## src/soc_config.svh

```systemverilog
`ifndef SOC_CONFIG_SVH
`define SOC_CONFIG_SVH

// ----------------------------------------
// Memory map of the system bus
// ----------------------------------------

// Internal RAM covers everything from its base to the top of the map and echoes
`define SOC_RAM_BASE        32'hFFFF_0000
`define SOC_RAM_WORDS       2048

`define SOC_GPIO_BASE       32'h0300_0000
`define SOC_GPIO_LIMIT      32'h0300_0100   // Exclusive

`define SOC_UART_ADDR       32'h0300_0100   // Single word

// Shared byte RAM window, data kept in the low byte only
`define SOC_SHRAM_BASE      32'h0500_0000
`define SOC_SHRAM_LIMIT     32'h0504_0000   // Exclusive
`define SOC_SHRAM_WORDS     2048

// ----------------------------------------
// Peripheral timing and defaults
// ----------------------------------------

`define SOC_UART_BIT_CYCLES 4               // Clocks per serial bit

// Returned for an access that hits no region
`define SOC_UNMAPPED_RDATA  32'hFFFF_FFFF

`endif

```

## src/soc_bus_if.sv

```systemverilog
// Request/response link between the address decoder and one slave
interface soc_bus_if;

    logic        valid;     // Request for this slave, held until ready
    logic [31:0] addr;
    logic [31:0] wdata;
    logic [3:0]  wstrb;     // Nonzero means write
    logic [31:0] rdata;     // Valid while ready is high
    logic        ready;

    modport decoder (
        output valid,
        output addr,
        output wdata,
        output wstrb,
        input  rdata,
        input  ready
    );

    modport slave (
        input  valid,
        input  addr,
        input  wdata,
        input  wstrb,
        output rdata,
        output ready
    );

endinterface

```

## src/uart_tx.sv

```systemverilog
`include "soc_config.svh"

module uart_tx (
    input  logic     clk_rv,
    input  logic     rst_rv,
    soc_bus_if.slave bus,
    output logic     uart_txd
);

    localparam int BIT_CYCLES = `SOC_UART_BIT_CYCLES;
    localparam int CYC_W      = (BIT_CYCLES > 1) ? $clog2(BIT_CYCLES) : 1;

    logic [9:0]       shift_q;      // Stop, data LSB first, start
    logic [3:0]       bits_left;
    logic [CYC_W-1:0] cyc_cnt;      // Clocks left in the current bit
    logic             ready_q;
    logic             busy;
    logic             accept;

    assign busy   = (bits_left != 4'd0);
    assign accept = bus.valid && !busy && !ready_q;   // Holds the bus while a frame runs

    always_ff @(posedge clk_rv) begin
        if (!rst_rv) begin
            shift_q   <= '1;        // Line idles high
            bits_left <= 4'd0;
            cyc_cnt   <= '0;
            ready_q   <= 1'b0;
        end else begin
            ready_q <= accept;
            if (accept && bus.wstrb != '0) begin
                shift_q   <= {1'b1, bus.wdata[7:0], 1'b0};
                bits_left <= 4'd10;
                cyc_cnt   <= CYC_W'(BIT_CYCLES - 1);
            end else if (busy) begin
                if (cyc_cnt == '0) begin
                    shift_q   <= {1'b1, shift_q[9:1]};    // Fill with idle level
                    bits_left <= bits_left - 4'd1;
                    cyc_cnt   <= CYC_W'(BIT_CYCLES - 1);
                end else begin
                    cyc_cnt <= cyc_cnt - CYC_W'(1);
                end
            end
        end
    end

    assign uart_txd  = shift_q[0];
    assign bus.ready = ready_q;
    assign bus.rdata = '0;          // Write-only, reads return zero

endmodule

```

## src/flat_wrapper.sv

```systemverilog
// flat-port wrapper written by rule: the top's interface ports become plain ports
module uart_tx_flat 
  (clk_rv, rst_rv, uart_txd, bus_valid, bus_addr, bus_wdata, bus_wstrb, bus_rdata, bus_ready);
  soc_bus_if bus_i ();
  input  logic clk_rv;
  input  logic rst_rv;
  output logic uart_txd;
  input wire logic [$bits(bus_i.valid)-1:0] bus_valid;
  input wire logic [$bits(bus_i.addr)-1:0] bus_addr;
  input wire logic [$bits(bus_i.wdata)-1:0] bus_wdata;
  input wire logic [$bits(bus_i.wstrb)-1:0] bus_wstrb;
  output wire logic [$bits(bus_i.rdata)-1:0] bus_rdata;
  output wire logic [$bits(bus_i.ready)-1:0] bus_ready;
  assign bus_i.valid = bus_valid;
  assign bus_i.addr = bus_addr;
  assign bus_i.wdata = bus_wdata;
  assign bus_i.wstrb = bus_wstrb;
  assign bus_rdata = bus_i.rdata;
  assign bus_ready = bus_i.ready;
  uart_tx u_core (.clk_rv(clk_rv), .rst_rv(rst_rv), .bus(bus_i), .uart_txd(uart_txd));
endmodule
```

## config.mk

```make
export PLATFORM = sky130hd
export DESIGN_NAME = uart_tx_flat
export DESIGN_NICKNAME = d
export VERILOG_FILES = /design/src/soc_bus_if.sv /design/src/uart_tx.sv /design/src/flat_wrapper.sv
export VERILOG_INCLUDE_DIRS = /design/src /design/src/src
export SDC_FILE = /design/constraint.sdc
export NUM_CORES = 1
export LEC_CHECK = 0
export ABC_AREA = 1
export BUFFER_PORTS_ARGS = -buffer_cell sky130_fd_sc_hd__buf_2
export CELL_PAD_IN_SITES_DETAIL_PLACEMENT = 2
export CELL_PAD_IN_SITES_GLOBAL_PLACEMENT = 2
export CORE_AREA = 2 2 80 82
export DETAILED_ROUTE_END_ITERATION = 8
export DIE_AREA = 0 0 82 84
export MAX_ROUTING_LAYER = met4
export PLACE_DENSITY_LB_ADDON = 0.1
export SKIP_LAST_GASP = 1
export SYNTH_ARGS = -nofsm -noshare
export SYNTH_HDL_FRONTEND = slang
export SYNTH_SLANG_ARGS = --single-unit
```

## constraint.sdc

```tcl
create_clock -name clk_rv -period 2.4 [get_ports clk_rv]
set_clock_uncertainty 0.2 [all_clocks]
set_input_delay 0.48 -clock clk_rv [delete_from_list [all_inputs] [get_ports clk_rv]]
set_output_delay 0.48 -clock clk_rv [all_outputs]
set_load 0.02 [all_outputs]
```

==> results.md, run 1 <==
* DR vias/cell at 3.60
* Post-Syn Area per Cell at a little under 8 um2
* Leak at 0.000560 uW
* Die ar. at 0.00689 mm2
* First-pass GRT wire length at 4.13 mm
* Routed wire length at between 2 and 3 mm
* GRT Util Overall at 8.23%
* Post-CTS Hold Buffers at 0
* Worst skew pair latency at around 0.26 ns
* DRC at 0
* Port Buf Inserts at 16
* Largest net degree at the start of global routing at 17
* Final worst slack at 0.633 ns
* CTS sink count at 16
* R2R Path Start: u_core.bits_left[0]
* Seq/Total Area, Yosys at 30.4%
* Peak VDD IR at 0.000253 V
* HPWL after DPL at 1.91 mm
* Wire per inst at 11.0 um
* DR iter-0 viols at 28
* Minimum clock period at 1.77 ns
* Row cnt at 29
* Worst setup path category: flop to flop
* Post-synth EDFFs at 0
* Syn. warnings at 0
* Reg2reg setup slack at ~0.63 ns
* Dpl ws at 0.532 ns
* Clock root buffer: clkbuf_8
* Period utilization at 73.6%
* Max Slew Vio Count at 0
* Synth Cell Area at 0.00105 mm2
* Layout area overhead at 7.71%
* Cells after Synth at around 140
* Distinct cells, synth at 25
* Worst hold start: bus_wdata[6]
* Sum of negative setup slack at 0 ns
* First-pass iteration count of the detailed router at 3
* TritonCTS clock tree: done
* Asr flop ratio synth at 0%
* Antenna viol nets, final at 0
* H-tree lvl count at 1
* # setup viols final at 0
* Outcome: finished clean
* CP startpoint: u_core.bits_left[0]
* Max Fclk at ~570 MHz
* Vias at 827
* Critical path required time at 2.35 ns
* NumNets Final at approximately 230
* Type of the worst min-delay path: primary input to flop
* Synth Register Bits at 16
* Maxcap violations at 0
* Setup bufs post-CTS at 0
* Max Buffers Root-to-Sink at 2
* Die Width at about 80 um
* Cell with the most instances after synthesis: buf_4
* RSZ-0062 raised after global routing: false
* Share of Yosys cell area claimed by the top area cell type at 30.4%
* Synth top area cells: dfxtp_1 30%, buf_4 23%, nand3_1 8.5%, nand2_1 7.8%, nand4_1 4.2%
* Total gr overflow at 0
* Crit end category: flop
* Most used DFF post-synth: dfxtp_1
* Core Util, Final at 18.6%
* PwrDens at ~1400 mW/mm2
* Placeable Area at 0.00610 mm2
* Initial antenna violation count at 0
* Vias in the first global route at between 800 and 900
* Crit path launch type: flop
* Clk slew on worst S/H paths at 0.07 ns
* Initial Util at about 17%
* CTS buffer count at 3
* Fin. Hold Viols at 0
* CP arrival at between 1.5 and 2 ns
* Ant. Diodes at 0
* I/O Pins at 105
* Crit Path Max Fanout at 16
* Top cells by count, synth: 33 x buf_4, 22 x nand2_1, 18 x nand3_1
* Die Ht at around 84 um
* RD Place Congestion at 0.620
* Share of layout cells above drive strength 1 at between 10% and 20%
* Cell taking the most area after synthesis: dfxtp_1
* Post-CTS sizing at 0
-- sequential cells by signal (all words and copies together), names as in the netlist --
signal,flops
u_core.bits_left,4
u_core.cyc_cnt,2
u_core.shift_q,9
u_core.bus.ready,1
-- stage by stage --
stage               area, um2  total power [uW]  hold WS (ns)  std cells
finish                   1140              1540         0.266        230
global route             1140              1740         0.276        230
CTS                      1140              1590         0.261        230
detailed placement       1080              1330         0.271        226
global placement         1080              1300         0.253        226
floorplan                1170              1200         0.241        168
-- logic make-up (layout without fill, tap and decap cells) --
kind of cell / Yosys count / in the layout / synth area share, %
flops: 16 / 16 / 30.4
fa+ha+maj: 3 / 3 / 3.56
xor+xnor: 1 / 1 / 0.831
compound gates: 8 / 8 / 4.51
simple gates: 61 / 61 / 30.5
other cells: 1 / 32 / 0.356
buf+inv: 47 / 32 / 29.9
-- power breakdown --
part           switching, uW  internal, uW
Sequential              56.6           373
Clock                   99.9           146
Combinational            566           297
-- path summary, 6_finish.rpt --
path / end / depth (start not counted)
min: u_core.shift_q[7] / 3
min reg2reg: u_core.shift_q[0] / 2
max reg2reg: u_core.shift_q[8] / 7
max: u_core.shift_q[8] / 7
-- cells in the final DEF (no fill, tap or decap), drive strengths merged, types with 2 or more instances in the layout --
cell    count
a21oi       4
buf        17
clkbuf      4
conb       32
dfxtp      16
ha          3
inv        11
nand2      24
nand3      19
nand4       7
nor2        6
nor3        2
o21ai       4
-- cell type report --
class                   instances  area (um2)
flip-flops and latches         16         320
repair buffers                 17        87.6
clock buffers                   4        55.1
well taps                      77        96.3
multi-input cells             105         536
inverters                      11        41.3
fillers                       740        4960
-- routing by layer --
| metal | track usage (%) | vias up | part of all wire [%] |
|---|---|---|---|
| li1 | - | 414 | - |
| met1 | 9.25 | 382 | 43 |
| met2 | 13.2 | 26 | 49 |
| met3 | 1.95 | 5 | 5.2 |
| met4 | 4.55 | 0 | 2.8 |
| met5 | - | - | 0 |
-- critical path: stages (launching register included) --
cell and delay, ns:
dfxtp_1 0.31, inv_1 0.14, ha_1 0.22, nand3_4 0.15, nor2_8 0.19, nand2_4 0.17
o21ai_0 0.21, nand2_1 0.07
Power figures use the tool's default switching activity.
==> run 2: changes to the inputs <==
CORE_AREA = 2 2 87 89   (was 2 2 80 82)
DIE_AREA = 0 0 89 91   (was 0 0 82 84)
clock period = 1.6 ns   (was 2.4 ns; I/O delays follow)
==> run 2 against run 1 <==
Net effect:
- core utilization is 0.70 points lower
- via count is 5.1% higher
- total power is 72% higher
- final cell count up 15%
- flip-flop and latch count unchanged
- maximum frequency increased by 19%
- global-route usage decreased by 0.38 points
- critical path depth rose by 1
- first-iteration DRC count shrank 50%
- combinational power up 89%
- clock power grew 54%
- largest cell class unchanged
==> results.md, run 2 (synthesized netlist as in run 1, its figures left out) <==
* Outcome: finished clean
* Die ar. at 0.00810 mm2 (+18%)
* Crit Path Max Fanout at 4 (-12)
* Setup bufs post-CTS at 0 (unchanged)
* Type of the worst min-delay path: primary input to flop
* Placeable Area at 0.00714 mm2 (+17%)
* Post-CTS Hold Buffers at 0 (unchanged)
* RSZ-0062 raised after global routing: true
* Hold depth at 3 (unchanged)
* NumNets Final at 240 (+5.3%)
* Port Buf Inserts at 16 (unchanged)
* HPWL after DPL at 2.20 mm (+15%)
* Peak VDD IR at 0.000475 V (+88%)
* Worst skew pair latency at 0.25 ns (about the same)
* Max Fclk at 673 MHz (+19%)
* Maxcap violations at 0 (unchanged)
* DRC at 0 (unchanged)
* Largest net degree at the start of global routing at 17 (unchanged)
* DR iter-0 viols at 14 (-50%)
* DR vias/cell at 3.29 (-8.5%)
* PwrDens at 2070 mW/mm2 (+53%)
* Commonest non-fill, non-tap cells in the layout: 32 x conb_1, 22 x nand2_1, 18 x nand3_1
* Worst setup path category: flop to flop
* Leading registers by flop count: u_core.shift_q (9), u_core.bits_left (4), u_core.cyc_cnt (2)
* R2R Path Start: u_core.bits_left[0]
* Worst Hold End: u_core.shift_q[5]
* Clk slew on worst S/H paths at 0.07 ns (about the same)
* R2R Path End: u_core.bits_left[1]
* Gr busiest metal: met2
* Minimum clock period at 1.49 ns (-0.282 ns)
* GRT met3 Usage at 1.91% (-0.039 points)
* First-pass GRT wire length at 4.74 mm (+15%)
* Initial antenna violation count at 0 (unchanged)
* Total gr overflow at 0 (unchanged)
* CTS buffer count at 3 (unchanged)
* R2r worst-path depth at 8 (+1)
* First-pass iteration count of the detailed router at 3 (unchanged)
* Vias in the first global route at 950 (+9.1%)
* GR Util met1 at 9.37% (+0.11 points)
* Die Width at 89 um (+8.5%)
* Crit end category: flop
* TritonCTS clock tree: done
* Reg2reg setup slack at 0.11 ns (-0.52 ns)
* H-tree lvl count at 1 (unchanged)
* Crit path launch type: flop
* Clock root buffer: clkbuf_8
* Register with the most flip-flops: u_core.shift_q
* I/O Pins at 105 (unchanged)
* Max Buffers Root-to-Sink at 2 (unchanged)
* Core Util, Final at 17.9% (-0.70 points)
* Fillcell total at 884 (+19%)
* Row cnt at 31 (+6.9%)
* Period utilization at 92.8% (+19 points)
* Fin. Hold Viols at 0 (unchanged)
* RD Place Congestion at 0.660 (+6.5%)
* GRT Util Overall at 7.85% (-0.38 points)
* Max Slew Vio Count at 0 (unchanged)
* CTS sink count at 16 (unchanged)
* # setup viols final at 0 (unchanged)
* Routed wire length at 2.77 mm (+10%)
* Wire per inst at 10.5 um (-4.1%)
* Die Ht at 91 um (+8.3%)
* Antenna viol nets, final at 0 (unchanged)
* Sum of negative setup slack at 0 ns (unchanged)
* Leak at 0.000623 uW (+11%)
* Number of flip-flops in the largest register at 9 (unchanged)
* Initial Util at 14.8% (-2.5 points)
* Share of layout cells above drive strength 1 at 28.5% (+8.9 points)
* Leading cell type in the layout, fill and taps excluded: conb_1
* Layout area overhead at 21.4%
* Vias at 869 (+5.1%)
* Ant. Diodes at 0 (unchanged)
* CP arrival at 1.43 ns (-0.29 ns)
* Critical path required time at 1.54 ns (-0.81 ns)
* Met2 usage at 12.8% (-0.35 points)
* Worst hold start: bus_wdata[4]
run 2: changes by cell type in the layout (fill, tap and decap cells not counted):
cell | before | now
nor3b_2 | 0 | 1
inv_2 | 2 | 5
inv_1 | 9 | 6
buf_4 | 1 | 12
o21ai_0 | 3 | 2
ha_4 | 0 | 1
nand2_2 | 1 | 0
nand2_4 | 1 | 2
o21ai_1 | 1 | 2
buf_6 | 0 | 1
nor3b_1 | 1 | 0
ha_1 | 3 | 2
run 2: stage by stage:
stage,hold WS [ns],area [um2],worst slack (ns),instances,total power [uW]
final,0.108,1280,0.115,264,2650
after global routing,0.123,1280,-0.0162,264,2980
after CTS,0.0998,1260,0.00215,264,2650
after detailed placement,0.264,1200,-0.0351,260,2240
after global placement,0.256,1200,0.0226,260,2190
after floorplan,0.241,1170,0.0360,168,1800
run 2: how the worst max path moves through the flow:
stage | startpoint | end | slack (ns) | cells after the start
floorplan | u_core.bits_left[0] | u_core.shift_q[1] | 0.04 | 8
finish | u_core.bits_left[0] | u_core.bits_left[1] | 0.11 | 8
detailed placement | u_core.bits_left[0] | u_core.bits_left[2] | -0.04 | 7
CTS | u_core.bits_left[0] | u_core.shift_q[1] | 0.002 | 10
global route | u_core.bits_left[0] | u_core.shift_q[1] | -0.02 | 8
global placement | u_core.bits_left[0] | u_core.bits_left[2] | 0.02 | 7
run 2: worst max-delay path: stages, from the launching register on:
cell and delay, ns:
dfxtp_1 0.32, inv_2 0.08, ha_4 0.14, nand3_4 0.11, nand2_4 0.11, inv_2 0.05, buf_4 0.14, o21ai_1 0.15
a21oi_2 0.06
run 2: per-layer routing:
metal | share of wire [%] | wire length [um] | up-vias
met5 | 0 | 0 | -
li1 | - | - | 434
met4 | 1.4 | 40 | 0
met2 | 49 | 1360 | 31
met1 | 44 | 1220 | 400
met3 | 5.6 | 156 | 4
run 2: power breakdown:
part,internal (uW),switching (uW)
combinational,679,948
clock,219,160
sequential,559,82.3
total,1460,1190
run 2: area by class of cell:
cell class	count	area [um2]	share of cell area (%)
Tap cell	99	124	9.68
Timing Repair Buffer	29	181	14.2
Clock buffer	4	55.1	4.30
Sequential cell	16	320	25.0
Multi-Input combinational cell	105	558	43.6
Inverter	11	41.3	3.23
run 2: repair_timing:
item                                    in CTS  in global routing
endpoints found under the hold margin        0                  0
pin swaps                                    1                  1
endpoints found under the setup margin       3                 14
resized for setup                            2                  7
