`src/soc_config.svh`:
```
`ifndef SOC_CONFIG_SVH
`define SOC_CONFIG_SVH

// ----------------------------------------
// Memory map of the system bus
// ----------------------------------------

// Internal RAM covers everything from its base to the top of the map and echoes
`define SOC_RAM_BASE        32'hFFFF_0000
`define SOC_RAM_WORDS       2048

`define SOC_GPIO_BASE       32'h0300_0000
`define SOC_GPIO_LIMIT      32'h0300_0100   // Exclusive

`define SOC_UART_ADDR       32'h0300_0100   // Single word

// Shared byte RAM window, data kept in the low byte only
`define SOC_SHRAM_BASE      32'h0500_0000
`define SOC_SHRAM_LIMIT     32'h0504_0000   // Exclusive
`define SOC_SHRAM_WORDS     2048

// ----------------------------------------
// Peripheral timing and defaults
// ----------------------------------------

`define SOC_UART_BIT_CYCLES 4               // Clocks per serial bit

// Returned for an access that hits no region
`define SOC_UNMAPPED_RDATA  32'hFFFF_FFFF

`endif

```
`src/soc_pkg.sv`:
```
package soc_pkg;

    // ----------------------------------------
    // Bus payload types
    // ----------------------------------------

    typedef logic [31:0] word_t;    // Bus data word
    typedef logic [31:0] addr_t;    // Byte address
    typedef logic [3:0]  strb_t;    // One bit per byte lane
    typedef logic [7:0]  byte_t;    // Shared RAM cell and UART character

    // ----------------------------------------
    // Address decode result
    // ----------------------------------------

    // Registered from the look-ahead address one cycle ahead of the access
    typedef enum logic [2:0] {
        REGION_NONE,    // Unmapped, answered by the default responder
        REGION_RAM,
        REGION_GPIO,
        REGION_UART,
        REGION_SHRAM
    } region_e;

endpackage

```
`src/soc_bus_if.sv`:
```
// Request/response link between the address decoder and one slave
interface soc_bus_if;

    logic        valid;     // Request for this slave, held until ready
    logic [31:0] addr;
    logic [31:0] wdata;
    logic [3:0]  wstrb;     // Nonzero means write
    logic [31:0] rdata;     // Valid while ready is high
    logic        ready;

    modport decoder (
        output valid,
        output addr,
        output wdata,
        output wstrb,
        input  rdata,
        input  ready
    );

    modport slave (
        input  valid,
        input  addr,
        input  wdata,
        input  wstrb,
        output rdata,
        output ready
    );

endinterface

```
`src/gpio_regs.sv`:
```
module gpio_regs (
    input  logic     clk_rv,
    input  logic     rst_rv,
    input  logic     i2c_sda_in,
    soc_bus_if.slave bus,
    output logic     led_red_n,
    output logic     led_green_n,
    output logic     z80_rst,
    output logic     usb_rst_n,
    output logic     i2c_scl,
    output logic     i2c_sda_oe
);

    logic           led_green_q;
    logic           led_red_q;
    logic           z80_rst_q;
    logic           scl_q;
    logic           sda_q;
    logic           usb_rst_n_q;
    logic           ready_q;
    soc_pkg::word_t rdata_q;
    logic [3:0]     idx;

    assign idx = bus.addr[5:2];     // Word index in the window

    // ----------------------------------------
    // Register writes
    // ----------------------------------------

    always_ff @(posedge clk_rv) begin
        if (!rst_rv) begin
            led_green_q <= 1'b0;
            led_red_q   <= 1'b0;
            z80_rst_q   <= 1'b1;    // Z80 held in reset until released
            scl_q       <= 1'b1;
            sda_q       <= 1'b1;    // Bus released
            usb_rst_n_q <= 1'b1;
            ready_q     <= 1'b0;
        end else begin
            ready_q <= bus.valid && !ready_q;
            if (bus.valid && bus.wstrb != '0) begin
                case (idx)
                    4'd1:    led_green_q <= bus.wdata[0];
                    4'd2:    led_red_q   <= bus.wdata[0];
                    4'd3:    z80_rst_q   <= bus.wdata[0];
                    4'd5:    scl_q       <= bus.wdata[0];
                    4'd6:    sda_q       <= bus.wdata[0];
                    4'd7:    usb_rst_n_q <= bus.wdata[0];
                    default: ;
                endcase
            end
        end
    end

    // Readback, only two registers are visible
    always_ff @(posedge clk_rv) begin
        if (bus.valid && bus.wstrb == '0) begin
            case (idx)
                4'd3:    rdata_q <= soc_pkg::word_t'(z80_rst_q);
                4'd6:    rdata_q <= soc_pkg::word_t'(i2c_sda_in);    // Live pin level
                default: rdata_q <= '0;
            endcase
        end
    end

    assign bus.ready   = ready_q;
    assign bus.rdata   = rdata_q;

    assign led_green_n = !led_green_q;  // LEDs are active low
    assign led_red_n   = !led_red_q;
    assign z80_rst     = z80_rst_q;
    assign usb_rst_n   = usb_rst_n_q;
    assign i2c_scl     = scl_q;
    assign i2c_sda_oe  = !sda_q;        // Open drain, pull low when the bit is 0

endmodule

```
`src/flat_wrapper.sv`:
```
// flat-port wrapper written by rule: the top's interface ports become plain ports
module gpio_regs_flat 
  (clk_rv, rst_rv, i2c_sda_in, led_red_n, led_green_n, z80_rst, usb_rst_n, i2c_scl, i2c_sda_oe, bus_valid, bus_addr, bus_wdata, bus_wstrb, bus_rdata, bus_ready);
  soc_bus_if bus_i ();
  input  logic clk_rv;
  input  logic rst_rv;
  input  logic i2c_sda_in;
  output logic led_red_n;
  output logic led_green_n;
  output logic z80_rst;
  output logic usb_rst_n;
  output logic i2c_scl;
  output logic i2c_sda_oe;
  input wire logic [$bits(bus_i.valid)-1:0] bus_valid;
  input wire logic [$bits(bus_i.addr)-1:0] bus_addr;
  input wire logic [$bits(bus_i.wdata)-1:0] bus_wdata;
  input wire logic [$bits(bus_i.wstrb)-1:0] bus_wstrb;
  output wire logic [$bits(bus_i.rdata)-1:0] bus_rdata;
  output wire logic [$bits(bus_i.ready)-1:0] bus_ready;
  assign bus_i.valid = bus_valid;
  assign bus_i.addr = bus_addr;
  assign bus_i.wdata = bus_wdata;
  assign bus_i.wstrb = bus_wstrb;
  assign bus_rdata = bus_i.rdata;
  assign bus_ready = bus_i.ready;
  gpio_regs u_core (.clk_rv(clk_rv), .rst_rv(rst_rv), .i2c_sda_in(i2c_sda_in), .bus(bus_i), .led_red_n(led_red_n), .led_green_n(led_green_n), .z80_rst(z80_rst), .usb_rst_n(usb_rst_n), .i2c_scl(i2c_scl), .i2c_sda_oe(i2c_sda_oe));
endmodule
```
`config.mk`:
```
export PLATFORM = sky130hd
export DESIGN_NAME = gpio_regs_flat
export DESIGN_NICKNAME = d
export VERILOG_FILES = /design/src/soc_config.svh /design/src/soc_pkg.sv /design/src/soc_bus_if.sv /design/src/gpio_regs.sv /design/src/flat_wrapper.sv
export SDC_FILE = /design/constraint.sdc
export NUM_CORES = 1
export LEC_CHECK = 0
export ABC_AREA = 1
export CORE_MARGIN = 2
export CORE_UTILIZATION = 45
export DETAILED_ROUTE_END_ITERATION = 10
export DONT_BUFFER_PORTS = 1
export PLACE_DENSITY = 0.64
export SYNTH_ARGS = -nofsm -noshare
export SYNTH_HDL_FRONTEND = slang
export SYNTH_SLANG_ARGS = --single-unit
export TNS_END_PERCENT = 10
```
`constraint.sdc`:
```
create_clock -name clk_rv -period 1.1 [get_ports clk_rv]
set_input_delay 0.11 -clock clk_rv [delete_from_list [all_inputs] [get_ports clk_rv]]
set_output_delay 0.11 -clock clk_rv [all_outputs]
set_load 0.005 [all_outputs]
```
==> flow_summary.toml, run 1 <==
[run_status]
outcome = "finished, final reports clean"

[worst_setup_path]
r2r_cells = 1
start_kind = "register"
rr_startpoint = "u_core.z80_rst"
worstSetupStartpoint = "u_core.z80_rst"
reg2reg_to = "u_core.bus.rdata[0]"
path_buf_inv = 0
reg2reg_setup_slack_ps = 280
endpoint_kind = "register"
slowest_stage = "dfxtp_1"
worstSetupPathType = "register to register"
critPathRequiredTime_ps = 1120
cp.depth = 1
cp_max_fo = 3
critPathMaxStageDelay_ps = 340
critical_path.cell_chain = "a22o_1"
worstPathArrival_ps = 840
crit_path_end = "u_core.bus.rdata[0]"
critPathTopFamily = "flip-flops"

[cts]
cts_tree = "yes"
cts_resized = 0
cts_root_buf = "clkbuf_4"
cts_buffers = 3
cts.sinks = 8
insertion_delay_ps = 260
post_cts_buffers = 0
ctsHtreeMaxLevel = 1
clock_path_buffers = 2
clk_pin_slew_ps = 70

[timing]
worst_slack_ps = 279
hold_violations = 0
fmax_mhz = 1220
rsz0062_at_grt = "no"
finalClockSkew_ps = 0.241
finalSetupViolCount = 0
period_needed_ps = 821
fin_tns_setup_ps = 0
slew_viol_final = 0
period_share = 0.746

[synth]
ys_seq_area_frac = 0.248
yosys.cell_types.count = 16
ys_ff_latch = 8
yosysWarnings = 0
syn_area_per_cell_um2 = 6.93
syn-instance-count = 99
mappedNetlistArea_um2 = 686

[pwr]
power.internal_w = 0.000465
swShare = 0.276
powerDensity_mw_per_mm2 = 1030
clkPwrFrac = 0.394
comb_power_share = 0.128
p_leak_nw = 0.331
sequentialPowerShare = 0.479
switchingPower_w = 0.000177
vdd_ir_drop_max_mv = 0.575

[floorplan]
initial_utilization = 0.466
rows = 14
die_h_um = 43.0
core_area_mm2 = 0.00147
dieArea_mm2 = 0.00185
die_w_um = 43.0
ios = 111

[routing]
drtIter0Drc = 5
route.antenna.remaining_nets = 0
drc = 0
first_pass_iters = 4
wirelength_um = 1090
viasPerCell = 4.24
num_vias = 504
wire_per_inst_um = 9.16

[global_routing]
grt_pass1_vias = 406
grt.total_usage = 0.127
grt_max_degree = 14
grt_remaining_overflow = 0
grt_pass1_wl_um = 1720
antenna_found_initial = 0

[place]
postPlaceCellArea_um2 = 577
hpwl_um = 904
io_buffer_count = 0
gp_congestion = 0.722
dpl_worst_slack_ps = 278

[cells_and_area]
syn_to_final_growth_pct = -9.12
final_core_util = 0.423
post_route_cells_drive_above_1_share = 0.0971
antenna_cells = 0
final_cell_mix = "conb_1 (31), nor2_1 (14), nand2_1 (13)"
final_area_um2 = 623
final_common_cell = "conb_1"
nets = 176

[min_path]
hold_class = "input pin to register"

[job]
drv_cap = 0
state kept, by name, indices dropped and copies added (netlist names):
name and count:
u_core.bus.rdata 1, u_core.bus.ready 1, u_core.i2c_scl 1, u_core.led_green_q 1, u_core.led_red_q 1, u_core.sda_q 1
u_core.usb_rst_n 1, u_core.z80_rst 1
stage by stage:
| stage | instances | total power [W] | hold WS (ps) |
|---|---|---|---|
| finish | 119 | 0.000642 | 32.4 |
| global route | 119 | 0.000679 | 49.7 |
| CTS | 119 | 0.000650 | 23.9 |
| detailed placement | 113 | 0.000385 | 202 |
| global placement | 113 | 0.000383 | 197 |
| floorplan | 129 | 0.000463 | 195 |
cells in the mapped netlist:
cell type  instances  area share
dfxtp_1            7        0.20
buf_4             31        0.34
nand4_1            5       0.046
nand2_2            1      0.0091
conb_1             1      0.0055
buf_6              1       0.016
nand4_2            1       0.018
nor2_1            14       0.077
inv_2              1      0.0055
a22o_1             1       0.013
nand2_1           13       0.071
buf_2              1      0.0073
edfxtp_1           1       0.044
inv_1              8       0.044
nor2_2             3       0.027
nand3_1           10       0.073
metal layers:
metal	track usage	vias to the layer above	wire [um]
li1	-	259	-
met1	0.145	222	428
met2	0.194	23	574
met3	0.0553	0	87
met4	0.0727	0	0
met5	0	-	0
worst min path at each step:
stage	depth (start not counted)	startpoint	slack (ps)	end
after floorplan	1	rst_rv	190	u_core.i2c_scl
final	3	bus_valid	30	u_core.sda_q
after detailed placement	1	rst_rv	200	u_core.usb_rst_n
after CTS	2	bus_valid	20	u_core.sda_q
after global placement	1	rst_rv	200	u_core.z80_rst
after global routing	3	bus_valid	50	u_core.sda_q
power groups by stage:
| stage | Sequential, W | Combinational [W] | Clock, W |
|---|---|---|---|
| finish | 0.000307 | 0.0000820 | 0.000253 |
| global route | 0.000308 | 0.0000964 | 0.000275 |
| detailed placement | 0.000314 | 0.0000710 | 0 |
| global placement | 0.000314 | 0.0000695 | 0 |
| CTS | 0.000307 | 0.0000807 | 0.000261 |
| floorplan | 0.000313 | 0.000150 | 0 |
area by class of cell:
cell class	instances	area, um^2
Clock buffer	4	26.3
Fill cell	167	848
Inverter	9	33.8
Multi-Input combinational cell	79	345
Sequential cell	8	170
Tap cell	16	20.0
Timing Repair Buffer	3	27.5
what timing repair did:
| item | 4_1_cts | 5_1_grt |
|---|---|---|
| hold buffers | 2 | 0 |
| setup endpoints to repair | 0 | 0 |
| hold endpoints to repair | 7 | 0 |
logic make-up after synthesis:
logic type      count (synthesis)  synth area share
compound gates                  1            0.0128
buf+inv                        42             0.412
flops                           8             0.248
other cells                     1           0.00547
simple gates                   47             0.321
Power figures use the tool's default switching activity.
==> run 2: changes to the inputs <==
clock period = 0.8 ns   (was 1.1 ns; I/O delays follow)
==> run 2 against run 1 <==
Sequential share of layout area fell by 1.2 points; register-to-register slack got worse by 260 ps; worst hold slack got worse by 41 ps; sequential cell count did not move; non-clock buffer count rose by 3; largest power group unchanged; via count rose by 5.8%; the flow now finishes with violations (negative hold slack); setup slack got worse by 260 ps; first-iteration DRC count rose by 20%; utilization rose by 2.2 points; routed wire length rose by 1.7%; clock skew barely moved; combinational power rose by 52%.
==> flow_summary.toml, run 2 (same netlist as run 1, synthesis figures left out) <==
[cts]
insertion_delay_ps = 260
cts_buffers = 3
clk_pin_slew_ps = 60
clock_path_buffers = 2
cts_tree = "yes"
post_cts_buffers = 0
cts.sinks = 8
cts_root_buf = "clkbuf_4"
ctsHtreeMaxLevel = 1

[min_path]
hold_class = "input pin to register"
hold_path_startpoint = "bus_wdata[0]"

[routing]
route.antenna.remaining_nets = 0
num_vias = 533
viasPerCell = 4.37
drc = 0
first_pass_iters = 5
wire_per_inst_um = 9.08
drtIter0Drc = 6
wirelength_um = 1110

[pwr]
swShare = 0.264
vdd_ir_drop_max_mv = 1.28
total_power_w = 0.000880
powerDensity_mw_per_mm2 = 1340
p_leak_nw = 0.345
power.internal_w = 0.000648
switchingPower_w = 0.000232
sequentialPowerShare = 0.480
clkPwrFrac = 0.378
comb_power_share = 0.142

[worst_setup_path]
crit_path_end = "u_core.bus.rdata[0]"
cp_max_fo = 1
worstSetupStartpoint = "i2c_sda_in"
rr_startpoint = "u_core.z80_rst"
reg2reg_setup_slack_ps = 20
reg2reg_to = "u_core.bus.rdata[0]"
start_kind = "input pin"
cp.depth = 2
worstPathArrival_ps = 800
worstSetupPathType = "input pin to register"
critical_path.cell_chain = "dlygate4sd3_1 > a22o_1"
endpoint_kind = "register"
slowest_stage = "dlygate4sd3_1"
critPathTopFamily = "buffers and inverters"
r2r_cells = 1
critPathMaxStageDelay_ps = 550
path_buf_inv = 1
critPathRequiredTime_ps = 820

[global_routing]
grt_pass1_vias = 368
grt_remaining_overflow = 0
grt.total_usage = 0.117
grt_pass1_wl_um = 1580
grt_max_degree = 14
antenna_found_initial = 0

[cells_and_area]
post_route_cells_drive_above_1_share = 0.113
syn_to_final_growth_pct = -4.38
regArea_um2 = 171
final_core_util = 0.446
final_common_cell = "conb_1"
final_area_um2 = 656
fillers = 164
multi_input_area_um2 = 345
final_cell_mix = "conb_1 (31), nor2_1 (14), nand2_1 (13)"
nets = 179
antenna_cells = 0

[floorplan]
die_h_um = 43.0
dieArea_mm2 = 0.00185
core_area_mm2 = 0.00147
die_w_um = 43.0
rows = 14
ios = 111
initial_utilization = 0.466

[timing]
rsz0062_at_grt = "no"
fmax_mhz = 1280
fin_tns_setup_ps = 0
period_share = 0.979
hold_violations = 1
finalClockSkew_ps = 0.0146
finalSetupViolCount = 0
slew_viol_final = 0
timing.hold.ws_ps = -8.22
period_needed_ps = 784

[place]
hpwl_um = 863
io_buffer_count = 0
postPlaceCellArea_um2 = 584
gp_congestion = 0.713

[run_status]
violations = "negative hold slack"
outcome = "finished, violations left"

[job]
drv_cap = 0
==> run 2: per-stage QoR <==
step / instances / worst slack (ps)
final: 122 / 16.5
after global routing: 122 / 0.849
after CTS: 121 / 7.05
after detailed placement: 114 / 39.6
after global placement: 114 / 41.9
after floorplan: 129 / 23.1
==> run 2: power by group through the flow <==
stage | logic (W) | clock network, W | registers (W)
6_report | 0.000125 | 0.000333 | 0.000423
3_3_place_gp | 0.0000978 | 0 | 0.000431
5_1_grt | 0.000143 | 0.000371 | 0.000423
3_5_place_dp | 0.0000989 | 0 | 0.000431
4_1_cts | 0.000116 | 0.000337 | 0.000422
2_1_floorplan | 0.000206 | 0 | 0.000430
==> run 2: metal layers <==
metal,GRT usage,wire length (um),vias to the layer above
li1,-,-,264
met1,0.139,418,238
met2,0.179,586,31
met3,0.0809,102,0
met4,0.0182,0,0
met5,0,0,-
==> run 2: timing repair <==
| item | in CTS | in global routing |
|---|---|---|
| endpoints found under the setup margin | 0 | 1 |
| hold buffers | 3 | 1 |
| endpoints found under the hold margin | 7 | 1 |
| gates resized for setup | 0 | 2 |
==> run 2: worst min-delay path by stage <==
stage / endpoint / depth (start not counted)
2_1_floorplan: u_core.i2c_scl / 1
3_3_place_gp: u_core.z80_rst / 1
3_5_place_dp: u_core.usb_rst_n / 1
4_1_cts: u_core.z80_rst / 2
5_1_grt: u_core.z80_rst / 2
6_report: u_core.z80_rst / 2
==> run 2: cell type report <==
type | instances | share of cell area
clock buffers | 4 | 0.0401
inverters | 9 | 0.0515
multi-input cells | 79 | 0.527
flip-flops and latches | 8 | 0.261
well taps | 16 | 0.0305
repair buffers | 6 | 0.0897
