<file path="config.mk">
export PLATFORM = sky130hd
export DESIGN_NAME = bus_decoder_flat
export DESIGN_NICKNAME = d
export VERILOG_FILES = /design/src/soc_pkg.sv /design/src/soc_bus_if.sv /design/src/bus_decoder.sv /design/src/flat_wrapper.sv
export VERILOG_INCLUDE_DIRS = /design/src /design/src/src
export SDC_FILE = /design/constraint.sdc
export NUM_CORES = 1
export LEC_CHECK = 0
export BUFFER_PORTS_ARGS = -buffer_cell sky130_fd_sc_hd__buf_2
export CAP_MARGIN = 20
export CORE_AREA = 2 2 213 215
export CTS_CLUSTER_SIZE = 12
export DETAILED_ROUTE_END_ITERATION = 16
export DIE_AREA = 0 0 215 217
export PLACE_DENSITY = 0.36
export SYNTH_ARGS = -nofsm -noshare
export SYNTH_HDL_FRONTEND = slang
export SYNTH_SLANG_ARGS = --single-unit
</file>
<file path="constraint.sdc">
create_clock -name clk_rv -period 3.9 [get_ports clk_rv]
set_clock_uncertainty 0.2 [all_clocks]
set_input_delay 0.195 -clock clk_rv [delete_from_list [all_inputs] [get_ports clk_rv]]
set_output_delay 0.195 -clock clk_rv [all_outputs]
set_load 0.01 [all_outputs]
</file>
<file path="src/soc_config.svh">
`ifndef SOC_CONFIG_SVH
`define SOC_CONFIG_SVH

// ----------------------------------------
// Memory map of the system bus
// ----------------------------------------

// Internal RAM covers everything from its base to the top of the map and echoes
`define SOC_RAM_BASE        32'hFFFF_0000
`define SOC_RAM_WORDS       2048

`define SOC_GPIO_BASE       32'h0300_0000
`define SOC_GPIO_LIMIT      32'h0300_0100   // Exclusive

`define SOC_UART_ADDR       32'h0300_0100   // Single word

// Shared byte RAM window, data kept in the low byte only
`define SOC_SHRAM_BASE      32'h0500_0000
`define SOC_SHRAM_LIMIT     32'h0504_0000   // Exclusive
`define SOC_SHRAM_WORDS     2048

// ----------------------------------------
// Peripheral timing and defaults
// ----------------------------------------

`define SOC_UART_BIT_CYCLES 4               // Clocks per serial bit

// Returned for an access that hits no region
`define SOC_UNMAPPED_RDATA  32'hFFFF_FFFF

`endif

</file>
<file path="src/soc_pkg.sv">
package soc_pkg;

    // ----------------------------------------
    // Bus payload types
    // ----------------------------------------

    typedef logic [31:0] word_t;    // Bus data word
    typedef logic [31:0] addr_t;    // Byte address
    typedef logic [3:0]  strb_t;    // One bit per byte lane
    typedef logic [7:0]  byte_t;    // Shared RAM cell and UART character

    // ----------------------------------------
    // Address decode result
    // ----------------------------------------

    // Registered from the look-ahead address one cycle ahead of the access
    typedef enum logic [2:0] {
        REGION_NONE,    // Unmapped, answered by the default responder
        REGION_RAM,
        REGION_GPIO,
        REGION_UART,
        REGION_SHRAM
    } region_e;

endpackage

</file>
<file path="src/soc_bus_if.sv">
// Request/response link between the address decoder and one slave
interface soc_bus_if;

    logic        valid;     // Request for this slave, held until ready
    logic [31:0] addr;
    logic [31:0] wdata;
    logic [3:0]  wstrb;     // Nonzero means write
    logic [31:0] rdata;     // Valid while ready is high
    logic        ready;

    modport decoder (
        output valid,
        output addr,
        output wdata,
        output wstrb,
        input  rdata,
        input  ready
    );

    modport slave (
        input  valid,
        input  addr,
        input  wdata,
        input  wstrb,
        output rdata,
        output ready
    );

endinterface

</file>
<file path="src/bus_decoder.sv">
`include "soc_config.svh"

module bus_decoder (
    input  logic           clk_rv,
    input  logic           rst_rv,
    input  logic           mem_valid,
    input  soc_pkg::addr_t mem_la_addr,
    input  soc_pkg::addr_t mem_addr,
    input  soc_pkg::word_t mem_wdata,
    input  soc_pkg::strb_t mem_wstrb,
    output soc_pkg::word_t mem_rdata,
    output logic           mem_ready,
    output logic           irq,
    soc_bus_if.decoder     ram_bus,
    soc_bus_if.decoder     shram_bus,
    soc_bus_if.decoder     gpio_bus,
    soc_bus_if.decoder     uart_bus
);

    soc_pkg::region_e la_region;    // Decode of the look-ahead address
    soc_pkg::region_e region_q;     // Region of the access now on the bus
    logic             default_valid;
    logic             default_ready;
    logic             valid_q;      // mem_valid one cycle late, for edge detect

    // ----------------------------------------
    // Look-ahead decode
    // ----------------------------------------

    always_comb begin
        if (mem_la_addr >= `SOC_RAM_BASE)
            la_region = soc_pkg::REGION_RAM;
        else if (mem_la_addr >= `SOC_GPIO_BASE && mem_la_addr < `SOC_GPIO_LIMIT)
            la_region = soc_pkg::REGION_GPIO;
        else if (mem_la_addr == `SOC_UART_ADDR)
            la_region = soc_pkg::REGION_UART;
        else if (mem_la_addr >= `SOC_SHRAM_BASE && mem_la_addr < `SOC_SHRAM_LIMIT)
            la_region = soc_pkg::REGION_SHRAM;
        else
            la_region = soc_pkg::REGION_NONE;
    end

    always_ff @(posedge clk_rv) begin
        if (!rst_rv) begin
            region_q <= soc_pkg::REGION_NONE;
        end else begin
            region_q <= la_region;  // Every clock, master holds la_addr steady
        end
    end

    // ----------------------------------------
    // Request steering
    // ----------------------------------------

    // One-cycle slaves drop their valid in the ready cycle so they act once
    assign ram_bus.valid   = mem_valid && !mem_ready && (region_q == soc_pkg::REGION_RAM);
    assign shram_bus.valid = mem_valid && !mem_ready && (region_q == soc_pkg::REGION_SHRAM);
    assign gpio_bus.valid  = mem_valid && !mem_ready && (region_q == soc_pkg::REGION_GPIO);
    assign uart_bus.valid  = mem_valid && (region_q == soc_pkg::REGION_UART); // UART paces itself
    assign default_valid   = mem_valid && !mem_ready && (region_q == soc_pkg::REGION_NONE);

    assign ram_bus.addr    = mem_addr;
    assign ram_bus.wdata   = mem_wdata;
    assign ram_bus.wstrb   = mem_wstrb;
    assign shram_bus.addr  = mem_addr;
    assign shram_bus.wdata = mem_wdata;
    assign shram_bus.wstrb = mem_wstrb;
    assign gpio_bus.addr   = mem_addr;
    assign gpio_bus.wdata  = mem_wdata;
    assign gpio_bus.wstrb  = mem_wstrb;
    assign uart_bus.addr   = mem_addr;
    assign uart_bus.wdata  = mem_wdata;
    assign uart_bus.wstrb  = mem_wstrb;

    // ----------------------------------------
    // Default responder and bus fault
    // ----------------------------------------

    always_ff @(posedge clk_rv) begin
        if (!rst_rv) begin
            default_ready <= 1'b0;
            valid_q       <= 1'b0;
            irq           <= 1'b0;
        end else begin
            default_ready <= default_valid;
            valid_q       <= mem_valid;
            // Sticky until reset
            if (mem_valid && !valid_q && region_q == soc_pkg::REGION_NONE)
                irq <= 1'b1;
        end
    end

    // ----------------------------------------
    // Response merge
    // ----------------------------------------

    assign mem_ready = ram_bus.ready || shram_bus.ready || gpio_bus.ready
                       || uart_bus.ready || default_ready;

    always_comb begin
        case (region_q)
            soc_pkg::REGION_RAM:   mem_rdata = ram_bus.rdata;
            soc_pkg::REGION_SHRAM: mem_rdata = shram_bus.rdata;
            soc_pkg::REGION_GPIO:  mem_rdata = gpio_bus.rdata;
            soc_pkg::REGION_UART:  mem_rdata = uart_bus.rdata;
            default:               mem_rdata = `SOC_UNMAPPED_RDATA;
        endcase
    end

endmodule

</file>
<file path="src/flat_wrapper.sv">
// flat-port wrapper written by rule: the top's interface ports become plain ports
module bus_decoder_flat 
  (clk_rv, rst_rv, mem_valid, mem_la_addr, mem_addr, mem_wdata, mem_wstrb, mem_rdata, mem_ready, irq, ram_bus_valid, ram_bus_addr, ram_bus_wdata, ram_bus_wstrb, ram_bus_rdata, ram_bus_ready, shram_bus_valid, shram_bus_addr, shram_bus_wdata, shram_bus_wstrb, shram_bus_rdata, shram_bus_ready, gpio_bus_valid, gpio_bus_addr, gpio_bus_wdata, gpio_bus_wstrb, gpio_bus_rdata, gpio_bus_ready, uart_bus_valid, uart_bus_addr, uart_bus_wdata, uart_bus_wstrb, uart_bus_rdata, uart_bus_ready);
  soc_bus_if ram_bus_i ();
  soc_bus_if shram_bus_i ();
  soc_bus_if gpio_bus_i ();
  soc_bus_if uart_bus_i ();
  input  logic clk_rv;
  input  logic rst_rv;
  input  logic mem_valid;
  input  soc_pkg::addr_t mem_la_addr;
  input  soc_pkg::addr_t mem_addr;
  input  soc_pkg::word_t mem_wdata;
  input  soc_pkg::strb_t mem_wstrb;
  output soc_pkg::word_t mem_rdata;
  output logic mem_ready;
  output logic irq;
  output wire logic [$bits(ram_bus_i.valid)-1:0] ram_bus_valid;
  output wire logic [$bits(ram_bus_i.addr)-1:0] ram_bus_addr;
  output wire logic [$bits(ram_bus_i.wdata)-1:0] ram_bus_wdata;
  output wire logic [$bits(ram_bus_i.wstrb)-1:0] ram_bus_wstrb;
  input wire logic [$bits(ram_bus_i.rdata)-1:0] ram_bus_rdata;
  input wire logic [$bits(ram_bus_i.ready)-1:0] ram_bus_ready;
  output wire logic [$bits(shram_bus_i.valid)-1:0] shram_bus_valid;
  output wire logic [$bits(shram_bus_i.addr)-1:0] shram_bus_addr;
  output wire logic [$bits(shram_bus_i.wdata)-1:0] shram_bus_wdata;
  output wire logic [$bits(shram_bus_i.wstrb)-1:0] shram_bus_wstrb;
  input wire logic [$bits(shram_bus_i.rdata)-1:0] shram_bus_rdata;
  input wire logic [$bits(shram_bus_i.ready)-1:0] shram_bus_ready;
  output wire logic [$bits(gpio_bus_i.valid)-1:0] gpio_bus_valid;
  output wire logic [$bits(gpio_bus_i.addr)-1:0] gpio_bus_addr;
  output wire logic [$bits(gpio_bus_i.wdata)-1:0] gpio_bus_wdata;
  output wire logic [$bits(gpio_bus_i.wstrb)-1:0] gpio_bus_wstrb;
  input wire logic [$bits(gpio_bus_i.rdata)-1:0] gpio_bus_rdata;
  input wire logic [$bits(gpio_bus_i.ready)-1:0] gpio_bus_ready;
  output wire logic [$bits(uart_bus_i.valid)-1:0] uart_bus_valid;
  output wire logic [$bits(uart_bus_i.addr)-1:0] uart_bus_addr;
  output wire logic [$bits(uart_bus_i.wdata)-1:0] uart_bus_wdata;
  output wire logic [$bits(uart_bus_i.wstrb)-1:0] uart_bus_wstrb;
  input wire logic [$bits(uart_bus_i.rdata)-1:0] uart_bus_rdata;
  input wire logic [$bits(uart_bus_i.ready)-1:0] uart_bus_ready;
  assign ram_bus_valid = ram_bus_i.valid;
  assign ram_bus_addr = ram_bus_i.addr;
  assign ram_bus_wdata = ram_bus_i.wdata;
  assign ram_bus_wstrb = ram_bus_i.wstrb;
  assign ram_bus_i.rdata = ram_bus_rdata;
  assign ram_bus_i.ready = ram_bus_ready;
  assign shram_bus_valid = shram_bus_i.valid;
  assign shram_bus_addr = shram_bus_i.addr;
  assign shram_bus_wdata = shram_bus_i.wdata;
  assign shram_bus_wstrb = shram_bus_i.wstrb;
  assign shram_bus_i.rdata = shram_bus_rdata;
  assign shram_bus_i.ready = shram_bus_ready;
  assign gpio_bus_valid = gpio_bus_i.valid;
  assign gpio_bus_addr = gpio_bus_i.addr;
  assign gpio_bus_wdata = gpio_bus_i.wdata;
  assign gpio_bus_wstrb = gpio_bus_i.wstrb;
  assign gpio_bus_i.rdata = gpio_bus_rdata;
  assign gpio_bus_i.ready = gpio_bus_ready;
  assign uart_bus_valid = uart_bus_i.valid;
  assign uart_bus_addr = uart_bus_i.addr;
  assign uart_bus_wdata = uart_bus_i.wdata;
  assign uart_bus_wstrb = uart_bus_i.wstrb;
  assign uart_bus_i.rdata = uart_bus_rdata;
  assign uart_bus_i.ready = uart_bus_ready;
  bus_decoder u_core (.clk_rv(clk_rv), .rst_rv(rst_rv), .mem_valid(mem_valid), .mem_la_addr(mem_la_addr), .mem_addr(mem_addr), .mem_wdata(mem_wdata), .mem_wstrb(mem_wstrb), .mem_rdata(mem_rdata), .mem_ready(mem_ready), .irq(irq), .ram_bus(ram_bus_i), .shram_bus(shram_bus_i), .gpio_bus(gpio_bus_i), .uart_bus(uart_bus_i));
endmodule
</file>
==> impl_metrics.prom <==
# TYPE chip_impl_metric gauge
chip_impl_info{name="outcome",value="complete, no violations"} 1
chip_impl_metric{name="seqPwrFrac",unit="%"} 16.5
chip_impl_metric{name="detail_route.drc_violations",unit=""} 0
chip_impl_metric{name="die_w",unit="um"} 215
chip_impl_metric{name="io-pin-count",unit=""} 545
chip_impl_metric{name="p_clk_share",unit="%"} 51.6
chip_impl_metric{name="post_route_cells_drive_above_1_share",unit="%"} 59.3
chip_impl_metric{name="ys_types",unit=""} 34
chip_impl_metric{name="netlist_area",unit="um2"} 3380
chip_impl_info{name="timing.critical_path.max_delay_family",value="simple AND/OR/NAND/NOR gates"} 1
chip_impl_info{name="holdCritPathClass",value="in -> reg"} 1
chip_impl_info{name="rsz0062_at_grt",value="false"} 1
chip_impl_metric{name="routabilityCongestion",unit=""} 0.681
chip_impl_metric{name="hpwlAfterDp",unit="um"} 11300
chip_impl_metric{name="grt_pass1_vias",unit=""} 2683
chip_impl_metric{name="pwr_density_cell",unit="nW/um2"} 120
chip_impl_metric{name="drv.max_cap_violation_count",unit=""} 0
chip_impl_metric{name="post_drt_via_cell_ratio",unit=""} 2.63
chip_impl_metric{name="final_hold_viol_count",unit=""} 0
chip_impl_metric{name="globalRoute.totalOverflow",unit=""} 0
chip_impl_metric{name="finalSetupTns",unit="ns"} 0
chip_impl_metric{name="ant_nets",unit=""} 0
chip_impl_metric{name="post-synth-top-area-fraction",unit="%"} 60.8
chip_impl_metric{name="maxClockFrequency",unit="MHz"} 357
chip_impl_metric{name="ys_seq_elements",unit=""} 6
chip_impl_metric{name="switching_power",unit="mW"} 0.109
chip_impl_metric{name="routed_wl",unit="um"} 13500
chip_impl_metric{name="critical_path.max_stage_delay",unit="ns"} 0.69
chip_impl_metric{name="routed-via-count",unit=""} 2564
chip_impl_metric{name="final-instance-count-excl-fill",unit=""} 976
chip_impl_metric{name="grt_antenna_before_repair",unit=""} 2
chip_impl_metric{name="min_period",unit="ns"} 2.80
chip_impl_info{name="cp_cell_sequence",value="nand2b_2, o22a_1, nor2_1, a21oi_1, buf_2"} 1
chip_impl_metric{name="power.ir.vdd_worst",unit="mV"} 0.102
chip_impl_metric{name="antenna-diode-count",unit=""} 0
chip_impl_info{name="critical_path_slowest_stage_cell",value="dfxtp_1"} 1
chip_impl_metric{name="dieArea",unit="um2"} 46700
chip_impl_metric{name="synth.avg_cell_area",unit="um2"} 7.47
chip_impl_metric{name="core",unit="um2"} 44700
chip_impl_metric{name="worst_setup_hold_path_clk_slew",unit="ns"} 0.05
chip_impl_metric{name="drt_first_pass_iters",unit=""} 4
chip_impl_metric{name="path_max_fanout",unit=""} 33
chip_impl_metric{name="yosysWarnings",unit=""} 0
chip_impl_metric{name="dp_slack",unit="ns"} 1.29
chip_impl_info{name="tritoncts",value="done"} 1
chip_impl_metric{name="count_of_final_setup_violators",unit=""} 0
chip_impl_metric{name="power_leakage",unit="nW"} 1.09
chip_impl_metric{name="cp.required",unit="ns"} 3.50
chip_impl_metric{name="clock_tree.buffer_depth",unit=""} 2
chip_impl_metric{name="cts.htree.levels",unit=""} 1
chip_impl_metric{name="synth_cells",unit=""} 453
chip_impl_info{name="synth_area_leader_cell",value="buf_4"} 1
chip_impl_metric{name="portBuffers",unit=""} 204
chip_impl_metric{name="crit_buf_inv",unit=""} 1
chip_impl_metric{name="p_total",unit="mW"} 0.381
chip_impl_metric{name="max_slew_violation_count",unit=""} 0
chip_impl_metric{name="syn_to_final_growth",unit="%"} -6.47
chip_impl_metric{name="worst_slew_margin_rel",unit="%"} 40.3
chip_impl_metric{name="drt_iter0_markers",unit=""} 101
chip_impl_metric{name="synth.net_count",unit=""} 688
chip_impl_metric{name="nNetsFinal",unit=""} 612
chip_impl_info{name="kind_of_end_point_of_the_critical_path",value="primary output"} 1
chip_impl_metric{name="placed_cells_incl_taps",unit=""} 971
chip_impl_info{name="mostFrequentLayoutCells",value="buf_2, mux2i_1, o22ai_1, a22oi_1"} 1
chip_impl_info{name="clock_tree.root_cell",value="clkbuf_16"} 1
chip_impl_metric{name="largest_net_degree_at_the_start_of_global_routing",unit=""} 34
chip_impl_metric{name="die_height",unit="um"} 217
chip_impl_metric{name="final_critical_path_setup_slack",unit="ns"} 1.10
chip_impl_metric{name="power.combinational.fraction",unit="%"} 31.9
chip_impl_metric{name="arrival_time_of_the_worst_setup_path",unit="ns"} 2.41
chip_impl_info{name="cells_taking_the_most_area_after_synthesis",value="buf_4, mux2i_1, a22oi_1, o22ai_1, dfxtp_1"} 1
chip_impl_metric{name="synth_sequential_area_ratio",unit="%"} 3.55
chip_impl_info{name="setup.worst_path.class",value="reg -> out"} 1
chip_impl_metric{name="cts_inserted_buffers",unit=""} 3
chip_impl_metric{name="track_usage",unit="%"} 5.34
chip_impl_metric{name="power_report.internal_total",unit="mW"} 0.272
chip_impl_info{name="final_common_cell",value="buf_2"} 1
chip_impl_metric{name="start_util",unit="%"} 7.57
chip_impl_metric{name="core.rowCount",unit=""} 78
chip_impl_metric{name="worst_pin_slew",unit="ns"} 0.896
chip_impl_info{name="startpoint_type",value="flip-flop"} 1
chip_impl_metric{name="worstSkewPairLatency",unit="ns"} 0.25
chip_impl_metric{name="switching_share",unit="%"} 28.5
chip_impl_metric{name="number_of_clock_sinks",unit=""} 6
chip_impl_metric{name="grt_first_pass_wirelength",unit="um"} 17900
chip_impl_metric{name="routed_wire_length_per_instance",unit="um"} 13.8
chip_impl_metric{name="final_min_period_over_clock_period",unit="%"} 71.9
## final timing paths
kind,startpoint,endpoint,slack [ns],cells past startpoint
worst max register to register,u_core.region_q[2]$_SDFF_PP0_,u_core.irq$_SDFFE_PN0P_,2.30,3
worst min register to register,u_core.irq$_SDFFE_PN0P_,u_core.irq$_SDFFE_PN0P_,0.28,2
worst max-delay path,u_core.region_q[2]$_SDFF_PP0_,mem_rdata[1],1.10,5
worst min-delay path,mem_la_addr[25],u_core.region_q[2]$_SDFF_PP0_,0.02,2
## repair_timing
action | in CTS | in global routing
hold endpoints to repair | 2 | 0
gates resized for setup | 0 | 0
hold buffers | 1 | 0
buffers inserted | 0 | 0
## layout make-up
class	count	area, um2
fill	5328	41500
sequential	6	124
timing repair buffer	210	1080
clock buffer	4	78.8
multi-input combinational	148	1100
inverter	8	30.0
tap	600	751
## layer usage
metal  global-route usage [%]  part of all wire [%]  up-vias
met5                        0                 0.097        -
met4                     3.72                   6.4        2
met3                     1.84                    11       83
met2                     9.49                    48      255
met1                     5.24                    34     1095
li1                         -                     -     1129
## power groups by stage
stage / clock [mW] / sequential [mW] / combinational, mW
final: 0.197 / 0.0628 / 0.122
after floorplan: 0 / 0.0650 / 0.309
after global placement: 0 / 0.0641 / 0.124
after detailed placement: 0 / 0.0640 / 0.125
after CTS: 0.208 / 0.0627 / 0.126
after global routing: 0.210 / 0.0630 / 0.136
## flip-flops by register name, summed over array words and instances (netlist names)
register              cells
u_core.region_q           3
u_core.default_ready      1
u_core.irq                1
u_core.valid_q            1
## synthesized netlist by cell type
cell type    n
nor2_1       4
a2111oi_0    5
o32ai_1      5
nor4_2       1
nor4_1       7
nor2_4       1
o22ai_1     26
nand4b_1     1
a22oi_1     26
and2b_1      1
buf_2       12
nand2b_1     3
nor4bb_2     1
mux2i_1     27
buf_4      274
nand2_4      1
o22a_1       1
nand4_1      5
nor2_2       1
or4_4        1
clkbuf_1     5
o31ai_1      1
nor3_1       4
nor3b_2      2
nand3_1      1
nor2b_1      5
o21a_1       1
and3_1       1
nand2_1      3
dfxtp_1      6
o21ai_1      5
a21oi_1      7
inv_1        8
and2_1       1
## stage by stage
stage	area, um2	util, %	hold WS, ns
2_1_floorplan	3380	-	0.0705
3_3_place_gp	3080	6.88	0.190
3_5_place_dp	3080	6.88	0.190
4_1_cts	3170	7.08	0.0239
5_1_grt	3170	7.08	0.0245
6_report	3170	7.08	0.0197
## cell families after synthesis
family                 after synthesis  share of synthesized area [%]
buffers and inverters              299                           64.0
AO/OA/AOI/OAI                       77                           15.6
AND/OR/NAND/NOR                     44                           8.84
multiplexers                        27                           7.99
flip-flops                           6                           3.55
## worst register-to-register path, delay by kind of cell (launching register included)
kind,cells,cell delay (ns)
AOI/OAI and AO/OA,1,0.17
DFF,1,0.69
and+or+nand+nor,2,0.42
No activity file was read; power rests on OpenSTA's default activity.
